===== src/hdl/decode_defines.svh =====
// Width and register-index macros for the decode stage, included by the package and every RTL block
`ifndef DECODE_DEFINES_SVH
`define DECODE_DEFINES_SVH

// Machine word size for registers, PC and immediates
`define DATA_WIDTH 16

// The register file holds eight general registers
`define REG_COUNT 8

// Bits needed to name one of the registers
`define REG_ADDR_W 3

// Jump-and-link always deposits its return address here
`define LINK_REG 7

`endif

===== src/hdl/decode_pkg.sv =====
// Opcode constants and the packed structs that travel between the decode-stage blocks
`default_nettype none

`include "decode_defines.svh"

package decode_pkg;

   // Jump-and-link opcodes in instruction bits 15 to 11
   localparam logic [4:0] OP_JAL = 5'b00110;
   localparam logic [4:0] OP_JALR = 5'b00111;

   // Any opcode whose top three bits match this is a conditional branch
   localparam logic [2:0] OP_BRANCH_PREFIX = 3'b011;

   // Branch condition codes carried in instruction bits 12 to 11
   localparam logic [1:0] COND_EQZ = 2'b00;
   localparam logic [1:0] COND_NEZ = 2'b01;
   localparam logic [1:0] COND_LTZ = 2'b10;
   localparam logic [1:0] COND_GEZ = 2'b11;

   // One register file write as chosen by the link tracker
   // Field order puts the enable in the top bit
   typedef struct packed {
      logic                   en;
      logic [`REG_ADDR_W-1:0] addr;
      logic [`DATA_WIDTH-1:0] data;
   } regWrite_t;

   // Writeback request arriving from later pipeline stages
   // The immediate and LBI select ride along so the tracker can pick the data itself
   typedef struct packed {
      logic                   en;
      logic [`REG_ADDR_W-1:0] addr;
      logic [`DATA_WIDTH-1:0] data;
      logic [`DATA_WIDTH-1:0] imm;
      logic                   lbi;
   } wbIn_t;

endpackage

`default_nettype wire


===== src/hdl/decodeStage.sv =====
// Decode stage top that splits the instruction and wires the link tracker, register file and branch logic
`default_nettype none
`timescale 1ns/1ps

`include "decode_defines.svh"

module decodeStage (
   input  logic                   clk,
   input  logic                   rst,
   input  logic [`DATA_WIDTH-1:0] instr,
   input  logic [`DATA_WIDTH-1:0] imm,
   input  logic [`DATA_WIDTH-1:0] pc,
   input  logic [`DATA_WIDTH-1:0] pcNow,
   input  logic [`DATA_WIDTH-1:0] writeback,
   input  logic [`REG_ADDR_W-1:0] writeRegAddr,
   input  logic                   lbi,
   input  logic                   link,
   input  logic                   en,
   input  logic                   bFlag,
   input  logic                   jFlag,
   input  logic                   halt,
   output logic [`DATA_WIDTH-1:0] reg1Data,
   output logic [`DATA_WIDTH-1:0] reg2Data,
   output logic [`DATA_WIDTH-1:0] jmpData,
   output logic                   pcSel
);

   // The pc port stays for compatibility with the full pipeline and has no load here

   logic [4:0]             opcode;
   logic [`REG_ADDR_W-1:0] rs;
   logic [`REG_ADDR_W-1:0] rt;
   logic [`REG_ADDR_W-1:0] readAddr1;
   logic                   read1Link;
   logic                   isBranch;
   decode_pkg::wbIn_t      wbIn;
   decode_pkg::regWrite_t  regWrite;

   // Instruction fields
   assign opcode = instr[15:11];
   assign rs     = instr[10:8];
   assign rt     = instr[7:5];

   // Branch opcodes share the top three bits
   assign isBranch = (instr[15:13] == decode_pkg::OP_BRANCH_PREFIX);

   // JAL redirects read port 1 to the link register
   assign readAddr1 = read1Link ? `REG_ADDR_W'(`LINK_REG) : rs;

   // Writeback request bundled for the tracker
   assign wbIn = '{en: en, addr: writeRegAddr, data: writeback, imm: imm, lbi: lbi};

   linkTracker linkTracker_i (
      .clk      (clk),
      .rst      (rst),
      .opcode   (opcode),
      .pcNow    (pcNow),
      .link     (link),
      .wb       (wbIn),
      .write    (regWrite),
      .read1Link(read1Link),
      .jmpData  (jmpData)
   );

   regFile regFile_i (
      .clk      (clk),
      .rst      (rst),
      .readAddr1(readAddr1),
      .readAddr2(rt),
      .write    (regWrite),
      .readData1(reg1Data),
      .readData2(reg2Data)
   );

   // Condition code sits in the low two opcode bits
   branchResolve branchResolve_i (
      .operand (reg1Data),
      .cond    (instr[12:11]),
      .isBranch(isBranch),
      .bFlag   (bFlag),
      .jFlag   (jFlag),
      .halt    (halt),
      .pcSel   (pcSel)
   );

endmodule

`default_nettype wire


===== src/hdl/linkTracker.sv =====
// Jump-and-link tracker that writes the return address early and arbitrates register file writes
`default_nettype none
`timescale 1ns/1ps

`include "decode_defines.svh"

module linkTracker (
   input  logic                   clk,
   input  logic                   rst,
   input  logic [4:0]             opcode,
   input  logic [`DATA_WIDTH-1:0] pcNow,
   input  logic                   link,
   input  decode_pkg::wbIn_t      wb,
   output decode_pkg::regWrite_t  write,
   output logic                   read1Link,
   output logic [`DATA_WIDTH-1:0] jmpData
);

   logic                   jlNow;
   logic                   exJl;
   logic                   memJl;
   logic                   wbJl;
   logic                   inFlight;
   logic [`DATA_WIDTH-1:0] pcPlus2;
   logic [`DATA_WIDTH-1:0] immSel;

   // JAL and JALR both link through the same path
   assign jlNow = (opcode == decode_pkg::OP_JAL) || (opcode == decode_pkg::OP_JALR);

   // Follows each jump-and-link slot through execute, memory and writeback
   // Several can be in flight at once since each stage has its own flop
   always_ff @(posedge clk) begin
      if (rst) begin
         exJl  <= 1'b0;
         memJl <= 1'b0;
         wbJl  <= 1'b0;
      end else begin
         exJl  <= jlNow;
         memJl <= exJl;
         wbJl  <= memJl;
      end
   end

   // While a linked slot is downstream its own writeback must not land again
   assign inFlight = exJl | memJl | wbJl;

   // Return address is the instruction after the one being decoded
   assign pcPlus2 = pcNow + `DATA_WIDTH'(2);

   // LBI loads the immediate straight into the destination
   assign immSel = wb.lbi ? wb.imm : wb.data;

   // The jump-and-link write takes the port as soon as it is decoded
   // Ordinary writebacks wait until no linked slot is in the later stages
   always_comb begin
      write.data = (link | jlNow | exJl) ? pcPlus2 : immSel;
      write.addr = jlNow ? `REG_ADDR_W'(`LINK_REG) : wb.addr;
      write.en   = jlNow | (wb.en & ~inFlight);
   end

   // JAL reads its target from the link register while the write settles
   assign read1Link = (opcode == decode_pkg::OP_JAL) & (jlNow | exJl);

   // Last link value kept for fetch as a jump target
   always_ff @(posedge clk) begin
      if (rst) begin
         jmpData <= '0;
      end else if (jlNow) begin
         jmpData <= write.data;
      end
   end

endmodule

`default_nettype wire


===== src/hdl/branchResolve.sv =====
// Branch resolution against zero on the first read operand, producing the fetch PC select
`default_nettype none
`timescale 1ns/1ps

`include "decode_defines.svh"

module branchResolve (
   input  logic [`DATA_WIDTH-1:0] operand,
   input  logic [1:0]             cond,
   input  logic                   isBranch,
   input  logic                   bFlag,
   input  logic                   jFlag,
   input  logic                   halt,
   output logic                   pcSel
);

   logic zero;
   logic negative;
   logic take;

   // Flags on the register being tested
   assign zero = (operand == '0);

   // Two's complement sign bit marks a negative value
   assign negative = operand[`DATA_WIDTH-1];

   // The condition field chooses which flag decides the branch
   always_comb begin
      unique case (cond)
         decode_pkg::COND_EQZ: take = zero;
         decode_pkg::COND_NEZ: take = ~zero;
         decode_pkg::COND_LTZ: take = negative;
         decode_pkg::COND_GEZ: take = ~negative;
      endcase
   end

   // A redirect only happens for branch or jump instructions
   // Unconditional jumps force the select through jFlag
   // A halted pipeline never redirects fetch
   assign pcSel = ((isBranch | bFlag) & ~halt) ? (take | jFlag) : 1'b0;

endmodule

`default_nettype wire


===== src/hdl/regFile.sv =====
// Eight-entry register file with two combinational read ports and one clocked write port
`default_nettype none
`timescale 1ns/1ps

`include "decode_defines.svh"

module regFile (
   input  logic                   clk,
   input  logic                   rst,
   input  logic [`REG_ADDR_W-1:0] readAddr1,
   input  logic [`REG_ADDR_W-1:0] readAddr2,
   input  decode_pkg::regWrite_t  write,
   output logic [`DATA_WIDTH-1:0] readData1,
   output logic [`DATA_WIDTH-1:0] readData2
);

   // Register storage indexed by register number
   logic [`DATA_WIDTH-1:0] regs [`REG_COUNT];

   // All registers clear together on reset
   // Outside reset at most one entry changes per cycle
   always_ff @(posedge clk) begin
      if (rst) begin
         for (int i = 0; i < `REG_COUNT; i++) begin
            regs[i] <= '0;
         end
      end else if (write.en) begin
         regs[write.addr] <= write.data;
      end
   end

   // Reads see the array as it stands this cycle
   // A value written at an edge is only visible after that edge
   // There is no write-to-read bypass
   assign readData1 = regs[readAddr1];
   assign readData2 = regs[readAddr2];

endmodule

`default_nettype wire


===== config.mk =====
export PLATFORM = sky130hd
export DESIGN_NAME = decodeStage
export DESIGN_NICKNAME = d
export VERILOG_FILES = /design/src/hdl/decode_pkg.sv /design/src/hdl/decodeStage.sv /design/src/hdl/linkTracker.sv /design/src/hdl/branchResolve.sv /design/src/hdl/regFile.sv
export VERILOG_INCLUDE_DIRS = /design/src /design/src/hdl
export SDC_FILE = /design/constraint.sdc
export NUM_CORES = 1
export LEC_CHECK = 0
export ABC_AREA = 1
export BUFFER_PORTS_ARGS = -buffer_cell sky130_fd_sc_hd__buf_4
export CAP_MARGIN = 20
export CORE_AREA = 2 2 135 150
export DETAILED_ROUTE_END_ITERATION = 12
export DIE_AREA = 0 0 137 152
export MAX_ROUTING_LAYER = met4
export PLACE_DENSITY = 0.65
export RECOVER_POWER = 50
export SYNTH_ARGS = -nofsm -noshare
export SYNTH_HDL_FRONTEND = slang
export SYNTH_SLANG_ARGS = --single-unit

===== constraint.sdc =====
create_clock -name clk -period 5.52 [get_ports clk]
set_input_delay 0.276 -clock clk [delete_from_list [all_inputs] [get_ports clk]]
set_output_delay 0.276 -clock clk [all_outputs]
set_load 0.05 [all_outputs]

==> flow_summary.yaml, run 1 <==
finish:
  layout.cells.non_filler: 1448
  syn2layout_area_growth_pct: 17.0
  multi_input_area_um2: 3500
  drive_gt1_frac: 0.127
  antenna_cells: 0
  fillers: 1956
  fin_nets: 1275
  area.sequential_um2: 4220
setup_path:
  rrSetupSlack_ns: 2.66
  path_cells: "clkbuf_4, inv_1, nand2_1, nor3_1, clkbuf_1, inv_1, o22ai_1, nand2_1, nand2_1"
  required_ns: 5.57
  worstReg2RegStart: "linkTracker_i.exJl"
  worst_r2r_path_depth: 6
  worstPathArrival_ns: 4.13
  path_delay_family: "buffers and inverters"
  cp_slowest_cell: "clkbuf_1"
  critPathBufInv: 4
  path_max_fanout: 36
  critPathKind: "input port to flip-flop"
  critPathCaptureType: "flip-flop"
  path_common_cell: "nand2_1"
  r2r-end: "regFile_i.regs[6][9]"
  cpPeakStageDelay_ns: 1.14
  setup.worst_path.start_class: "input port"
timing:
  slew_viol_final: 37
  rsz0062_at_grt: "no"
  fin_crit_sh: 0.741
  clock_skew_ns: 0.0137
  hold_slack_ns: 0.0431
  tightest_slew_ns: 1.55
  slew_headroom: -0.0319
  fin_crit_ns: 4.09
  finalSetupViolations: 0
  hold_viol_final: 0
  fmax_mhz: 245
  tns_ns: 0
clocking:
  cts_buffer_depth: 2
  clk_latency_ns: 0.43
  cts_resized: 0
  cts.sinks: 147
  post_cts_buffers: 0
  cts-htree-levels: 4
  cts-buffers-inserted: 17
  tritoncts: "yes"
  clkTransAtPathRegs_ns: 0.07
  hold_buffers: 0
  root_buffer: "clkbuf_16"
power_and_ir_drop:
  ir_drop_uv: 177
  leakagePower_nw: 4.40
  cellInternalPower_w: 0.00205
  switching_power_w: 0.000904
  clockPowerShare: 0.378
  comb_power_share: 0.191
  switching_share: 0.306
  seqPwrFrac: 0.431
  power_density_nw_per_um2: 295
synth:
  synth_seq_cells: 147
  synth_edf_count: 128
  yosysMostFrequentCell: "nand2_1"
  syn_nets: 1192
  synth_area_per_cell_um2: 7.80
  syn_inst: 1100
  synth-seq-area-share: 0.492
  ys_types: 37
  synth_top_area_frac: 0.448
  synth_top_flop_cell: "edfxtp_1"
  yosys_warnings: 0
  synthTopCellsByArea: "edfxtp_1 45%, nand2_1 9.5%, nor2_1 8.4%"
  yosysTopAreaCell: "edfxtp_1"
  synthArstFlopShare: 0
  synth_common_cells: "218 x nand2_1, 193 x nor2_1, 128 x edfxtp_1, 124 x inv_1, 109 x nand3_1"
  syn-cell-area_um2: 8580
global_routing:
  first_global_vias: 7296
  track_usage: 0.255
  overflow: 0
  antenna_found_initial: 0
  grt_pass1_wl_mm: 39.4
  grt_max_degree: 69
routing:
  wl_per_cell_um: 17.6
  dr.pass1.iters: 5
  drt-total-wl_mm: 25.5
  antenna_left: 0
  viasPerCell: 5.44
  drt_iter0_markers: 692
  vias: 7877
  drc: 0
outcome:
  violations: "capacitance limit, slew limit"
  status: "finished, violations left"
floorplanning:
  dieHeight_um: 152
  die_w_um: 137
  core-area_um2: 19500
  rows: 54
  num_io_pins: 140
  initial_utilization: 0.441
  fp.dieArea_um2: 20800
min_path:
  hp-start: "rst"
  hold_path_depth: 2
  hp-class: "input port to flip-flop"
  worst_hold_path.endpoint: "linkTracker_i.wbJl"
job:
  drv_cap: 2
place:
  hpwl_mm: 16.7
  io_buffers: 118
  place_inst: 1416
  gp_congestion: 0.876
==> registers in the layout, summed over array words and instances, names as in the netlist <==
name and count:
regFile_i.regs 128, linkTracker_i.jmpData 16, linkTracker_i.exJl 1, linkTracker_i.wbJl 1
linkTracker_i.memJl 1
==> power by group through the flow <==
stage	combinational, W	clock, W	sequential [W]
after floorplan	0.000361	0	0.00131
after global placement	0.000562	0	0.00130
after detailed placement	0.000568	0	0.00130
after CTS	0.000569	0.00112	0.00128
after global routing	0.000611	0.00117	0.00128
final	0.000563	0.00112	0.00128
==> layer usage <==
layer  track usage  vias to the layer above  wire (um)
met3        0.0344                       35       2170
met5             -                        -          0
met1         0.347                     3644      10800
met2         0.389                      382      11900
met4        0.0952                        0        622
li1              -                     3816          -
==> worst max-delay path by stage <==
stage / from / to / slack [ns] / cells past startpoint
global route: instr[15] / regFile_i.regs[3][9] / 0.97 / 9
CTS: instr[14] / pcSel / 1.82 / 17
finish: instr[15] / regFile_i.regs[3][9] / 1.43 / 9
floorplan: instr[13] / pcSel / 3.04 / 17
global placement: instr[14] / pcSel / 1.85 / 17
detailed placement: instr[14] / pcSel / 1.82 / 17
==> cell type report <==
| type | instances | area share |
|---|---|---|
| flip-flops and latches | 147 | 0.421 |
| multi-input cells | 745 | 0.349 |
| repair buffers | 130 | 0.0894 |
| inverters | 142 | 0.0531 |
| clock buffers | 21 | 0.0481 |
| well taps | 252 | 0.0314 |
| clock inverters | 11 | 0.00835 |
==> stage by stage <==
step | setup slack, ns | util | power, W | instance area (um2)
floorplan | 3.04 | - | 0.00167 | 8580
global placement | 1.85 | 0.492 | 0.00186 | 9570
detailed placement | 1.82 | 0.492 | 0.00187 | 9570
CTS | 1.82 | 0.521 | 0.00297 | 10100
global route | 0.972 | 0.516 | 0.00306 | 10000
finish | 1.43 | 0.516 | 0.00296 | 10000
==> layout by cell type (no fill, tap or decap), types with 19 or more instances in the layout <==
master,n
nand2_1,218
nor2_1,193
inv_1,131
edfxtp_1,128
nand3_1,109
buf_4,108
o21ai_0,70
a21oi_1,44
a31oi_1,23
clkbuf_1,23
clkbuf_16,19
dfxtp_1,19
==> kinds of logic after synthesis <==
kind of cell               Yosys count  share of synthesized area
AOI/OAI and AO/OA                  177                      0.121
and+or+nand+nor                    555                      0.276
buffers and inverters              208                     0.0973
adders and majority gates            1                    0.00146
xor gates and xnor gates            12                     0.0123
DFF                                147                      0.492
Power figures use the tool's default switching activity.
==> run 2, diff against run 1 <==
- clock period: 5.52 -> 4 ns (I/O delays scaled with it)
==> run 2 against run 1 <==
- the run now ends clean
- critical path depth increased by 1
- clock power increased by 41%
- total power increased by 39%
- clock skew decreased by 0.0039 ns
- sequential share of layout area decreased by 0.36 points
- die area unchanged
- clock-buffer cell count decreased by 2
- flip-flop and latch count unchanged
- routed wire length decreased by 1.3%
- global-route usage decreased by 0.12 points
==> flow_summary.yaml, run 2 (same netlist as run 1, synthesis figures left out) <==
power_and_ir_drop:
  leakagePower_nw: 4.45
  ir_drop_uv: 292
  power_density_nw_per_um2: 407
  comb_power_share: 0.189
  cellInternalPower_w: 0.00285
  clockPowerShare: 0.384
  switching_share: 0.309
  seqPwrFrac: 0.428
  switching_power_w: 0.00127
finish:
  layout.cells.non_filler: 1456
  fillers: 1926
  largest_register: "regFile_i.regs"
  fin_util: 0.520
  antenna_cells: 0
  largest_reg_flops: 128
  fin_nets: 1283
  area.sequential_um2: 4220
  drive_gt1_frac: 0.135
  multi_input_area_um2: 3500
  layout_common_cells: "218 x nand2_1, 193 x nor2_1, 131 x inv_1, 128 x edfxtp_1, 116 x buf_4"
  reg_top3: "regFile_i.regs (128), linkTracker_i.jmpData (16)"
  final_common_cell: "nand2_1"
  syn2layout_area_growth_pct: 18.0
setup_path:
  required_ns: 4.01
  path_max_fanout: 17
  critPathCaptureType: "flip-flop"
  critPathKind: "input port to flip-flop"
  setup.worst_path.start_class: "input port"
  worstPathArrival_ns: 3.35
timing:
  tns_ns: 0
  slew_viol_final: 0
  slew_headroom: 0.0574
  fin_crit_ns: 3.34
  hold_viol_final: 0
  clock_skew_ns: 0.00977
  tightest_slew_ns: 1.40
  worst_slack_ns: 0.664
  rsz0062_at_grt: "no"
  fmax_mhz: 300
  fin_crit_sh: 0.834
  finalSetupViolations: 0
clocking:
  post_cts_buffers: 0
  tritoncts: "yes"
  cts_buffer_depth: 2
  clkTransAtPathRegs_ns: 0.06
  cts_resized: 0
  cts-htree-levels: 4
  cts-buffers-inserted: 17
  cts.sinks: 147
  root_buffer: "clkbuf_16"
  clk_latency_ns: 0.44
floorplanning:
  dieHeight_um: 152
  die_w_um: 137
  rows: 54
  core-area_um2: 19500
  initial_utilization: 0.441
  num_io_pins: 140
  fp.dieArea_um2: 20800
global_routing:
  overflow: 0
  grt_pass1_wl_mm: 39.3
  first_global_vias: 7456
  antenna_found_initial: 0
  grt_max_degree: 69
  track_usage: 0.254
routing:
  wl_per_cell_um: 17.3
  top_layer: "met4"
  vias: 7802
  drt-total-wl_mm: 25.2
  wl_met1_mm: 10.7
  dr_wl_met3_mm: 2.07
  dr.pass1.iters: 5
  viasPerCell: 5.36
  antenna_left: 0
  drt_iter0_markers: 682
  dr_wl_met2_mm: 11.9
  drc: 0
place:
  hpwl_mm: 16.9
  place_inst: 1423
  io_buffers: 118
  dp_slack_ns: 0.773
  gp_congestion: 0.845
job:
  drv_cap: 0
min_path:
  hp-class: "input port to flip-flop"
outcome:
  status: "completed"
[run 2: worst max-delay path, cell delays in order]
cell      delay [ns]
clkbuf_4        0.11
inv_1           0.12
nand2_1         0.07
nor3_1          1.06
inv_1           0.27
nand2_1         0.17
nor2_1          0.07
nand2_1         0.07
clkbuf_1        0.57
nand2_1         0.63
[run 2: repair_timing]
action	4_1_cts	5_1_grt
setup endpoints to repair	0	0
hold buffers	1	0
hold endpoints to repair	3	0
[run 2: path summary, 6_finish.rpt]
| kind | startpoint | cells past startpoint | to | slack (ns) |
|---|---|---|---|---|
| worst max-delay path | instr[15] | 10 | regFile_i.regs[1][13] | 0.66 |
| worst min-delay path | writeback[15] | 7 | linkTracker_i.jmpData[15] | 0.25 |
| worst max register to register | linkTracker_i.exJl | 5 | regFile_i.regs[3][11] | 1.23 |
| worst min register to register | linkTracker_i.memJl | 2 | linkTracker_i.wbJl | 0.44 |
[run 2: area by class of cell]
class                      count  area share
clock buffer                  19      0.0470
clock inverter                13      0.0105
inverter                     142      0.0527
multi-input combinational    745       0.346
sequential                   147       0.417
tap                          252      0.0311
timing repair buffer         138      0.0952
[run 2: through the flow]
stage	power, W	cell area [um2]	hold slack (ns)
after floorplan	0.00230	8580	0.271
after global placement	0.00257	9620	0.408
after global routing	0.00426	10100	0.294
after detailed placement	0.00258	9620	0.409
final	0.00412	10100	0.247
after CTS	0.00413	10200	0.177
[run 2: power groups by stage]
stage / Clock [W] / Combinational (W) / Sequential (W)
2_1_floorplan: 0 / 0.000498 / 0.00180
3_3_place_gp: 0 / 0.000776 / 0.00179
3_5_place_dp: 0 / 0.000782 / 0.00179
4_1_cts: 0.00158 / 0.000785 / 0.00176
5_1_grt: 0.00165 / 0.000843 / 0.00177
6_report: 0.00158 / 0.000778 / 0.00176
[run 2: per-layer routing]
| metal | vias up | track usage |
|---|---|---|
| met4 | 0 | 0.0889 |
| li1 | 3824 | - |
| met1 | 3564 | 0.332 |
| met5 | - | - |
| met3 | 34 | 0.0440 |
| met2 | 380 | 0.398 |
==> run 3, diff against run 2 <==
- ABC_AREA: 1 -> 0
- CORE_AREA: 2 2 135 150 -> 2 2 131 146
- DIE_AREA: 0 0 137 152 -> 0 0 133 148
- PLACE_DENSITY: 0.65 -> 0.66
- clock period: 4 -> 3.25 ns (I/O delays scaled with it)
==> run 3 against run 2 <==
- critical path depth decreased by 2
- clock power increased by 15%
- routed wire length decreased by 4.2%
- clock skew increased by 0.0017 ns
- setup slack got worse by 0.59 ns
- critical path type is now flip-flop to output pin
- largest cell class unchanged
==> flow_summary.yaml, run 3 <==
floorplanning:
  rows: 52
  core-area_um2: 18200
  initial_utilization: 0.445
  num_io_pins: 140
  fp.dieArea_um2: 19700
  die_w_um: 133
  dieHeight_um: 148
clocking:
  cts-buffers-inserted: 17
  cts-htree-levels: 4
  tritoncts: "yes"
  root_buffer: "clkbuf_16"
  cts_buffer_depth: 2
  cts.sinks: 147
  clkTransAtPathRegs_ns: 0.06
  clk_latency_ns: 0.41
finish:
  layout_common_cells: "176 x nor2_1, 128 x edfxtp_1, 100 x buf_4, 54 x clkbuf_1, 41 x mux2i_1"
  antenna_cells: 0
  largest_reg_flops: 128
  reg_top3: "regFile_i.regs (128), linkTracker_i.jmpData (16)"
  fin_nets: 921
  fin_util: 0.536
  final_common_cell: "nor2_1"
  syn2layout_area_growth_pct: 20.6
  fin_area_um2: 9730
  largest_register: "regFile_i.regs"
  drive_gt1_frac: 0.254
synth:
  yosys_warnings: 0
  syn_nets: 789
  synth_common_cells: "176 x nor2_1, 128 x edfxtp_1, 41 x mux2i_1, 37 x mux4_2, 35 x nand2_1"
  muxShareOfSynthArea: 0.202
  synth_seq_cells: 147
  yosys.area_share.adder: 0.00155
  synth_area_per_cell_um2: 11.6
  syn_inst: 697
  synth_xor_area_frac: 0.0141
  synth_compound_area_frac: 0.0747
  synthArstFlopShare: 0
  synth_edf_count: 128
  synth_top_area_frac: 0.476
  synth_top_flop_cell: "edfxtp_1"
  ys_types: 60
  syn-cell-area_um2: 8070
  yosys.area_share.simple: 0.155
  synth-seq-area-share: 0.523
  synthTopCellsByArea: "edfxtp_1 48%, mux4_2 10%, nor2_1 8.2%"
  yosysMostFrequentCell: "nor2_1"
  yosysTopAreaCell: "edfxtp_1"
  synth_top_family_by_area: "multiplexers"
timing:
  tightest_slew_ns: 1.39
  hold_viol_final: 0
  slew_headroom: 0.0741
  worst_slack_ns: 0.0744
  finalSetupViolations: 0
  tns_ns: 0
  slew_viol_final: 0
  fmax_mhz: 315
  fin_crit_ns: 3.18
  clock_skew_ns: 0.0115
  fin_crit_sh: 0.977
setup_path:
  setup.worst_path.start_class: "flip-flop"
  cpPeakStageDelay_ns: 0.54
  critPathBufInv: 1
  cp_slowest_cell: "or4_1"
  path_delay_family: "simple AND/OR/NAND/NOR gates"
  critPathKind: "flip-flop to output pin"
  worstPathArrival_ns: 3.01
  critPathCaptureType: "output pin"
  required_ns: 3.09
  path_cells: "mux2i_1, a22oi_1, a32oi_1, nand4_1, or4_4, or4_1, and3_1, buf_6"
  path_max_fanout: 3
global_routing:
  track_usage: 0.256
  grtUsageMet2: 0.437
  first_global_vias: 6675
  use_met3: 0.0350
  grt.met1_usage: 0.310
  antenna_found_initial: 0
  overflow: 0
  grt_max_degree: 37
  grt_busiest_layer: "met2"
  grt_pass1_wl_mm: 36.6
power_and_ir_drop:
  power_density_nw_per_um2: 507
  p_total_w: 0.00493
  leakagePower_nw: 3.66
  ir_drop_uv: 312
job:
  drv_cap: 0
place:
  place_area_um2: 9330
  dp_slack_ns: 0.144
  hpwl_mm: 16.4
  gp_congestion: 0.866
  io_buffers: 118
routing:
  drc: 0
  dr.pass1.iters: 5
  drt-total-wl_mm: 24.1
  wl_per_cell_um: 22.2
  viasPerCell: 5.84
  antenna_left: 0
  drt_iter0_markers: 496
  vias: 6335
min_path:
  hp-class: "input port to flip-flop"
outcome:
  status: "completed"
## run 3: changes by cell type after synthesis, sizes merged, moves of 16 or more
cell / previous run / this run
nor2: 194 / 178
nand2: 221 / 35
a21oi: 44 / 23
nand3: 110 / 15
inv: 135 / 6
o21ai: 70 / 19
mux2: 0 / 32
clkbuf: 42 / 26
a31oi: 23 / 1
mux2i: 0 / 41
mux4: 0 / 38
## run 3: path summary, 6_finish.rpt
check             slack [ns]                       end                      from  depth (start not counted)
setup / recovery        0.07                     pcSel      regFile_i.regs[3][9]                          8
hold reg to reg         0.47  linkTracker_i.jmpData[0]  linkTracker_i.jmpData[0]                          2
hold / removal          0.11        linkTracker_i.exJl                       rst                          2
setup reg to reg        0.21      regFile_i.regs[1][4]        linkTracker_i.exJl                          7
## run 3: worst reg2reg max path, cell delays in order (launching register included)
cell and delay (ns):
dfxtp_1 0.32, nor4_1 0.32, a21oi_1 0.11, nor2_1 0.22, nand2_1 0.08, clkbuf_2 0.37, nand2b_1 0.18, clkbuf_1 1.03
## run 3: final cells by class
class / count / area, um2
Inverter: 6 / 22.5
Clock buffer: 21 / 483
Multi-Input combinational cell: 497 / 3620
Sequential cell: 147 / 4220
Fill cell: 1565 / 8420
Clock inverter: 11 / 73.8
Tap cell: 243 / 304
Timing Repair Buffer: 160 / 1000
## run 3: per-stage QoR
step / instances / hold slack, ns
final: 1085 / 0.113
after global routing: 1085 / 0.109
after CTS: 1082 / 0.00127
after detailed placement: 1049 / 0.414
after global placement: 1049 / 0.404
after floorplan: 697 / 0.259
## run 3: cell families after synthesis
group / count (synthesis)
and+or+nand+nor: 281
DFF: 147
muxes: 111
AOI/OAI and AO/OA: 91
buffers and inverters: 53
xor gates and xnor gates: 13
adders and majority gates: 1
## run 3: routing by layer
metal  routed length, um  vias to the layer above
li1                    -                     2861
met1                9320                     3081
met2               12200                      351
met3                2060                       42
met4                 505                        0
met5                   0                        -
## run 3: timing repair
| item | in CTS | in global routing |
|---|---|---|
| gates resized for setup | 2 | 6 |
| pin swaps | 1 | 1 |
| setup buffers | 0 | 2 |
| endpoints found under the hold margin | 1 | 1 |
| hold buffers | 1 | 1 |
| setup endpoints to repair | 1 | 1 |
## run 3: where the power goes
part / switching [W] / internal (W)
registers: 0.0000547 / 0.00215
clock network: 0.000749 / 0.00107
logic: 0.000592 / 0.000322
total: 0.00140 / 0.00354
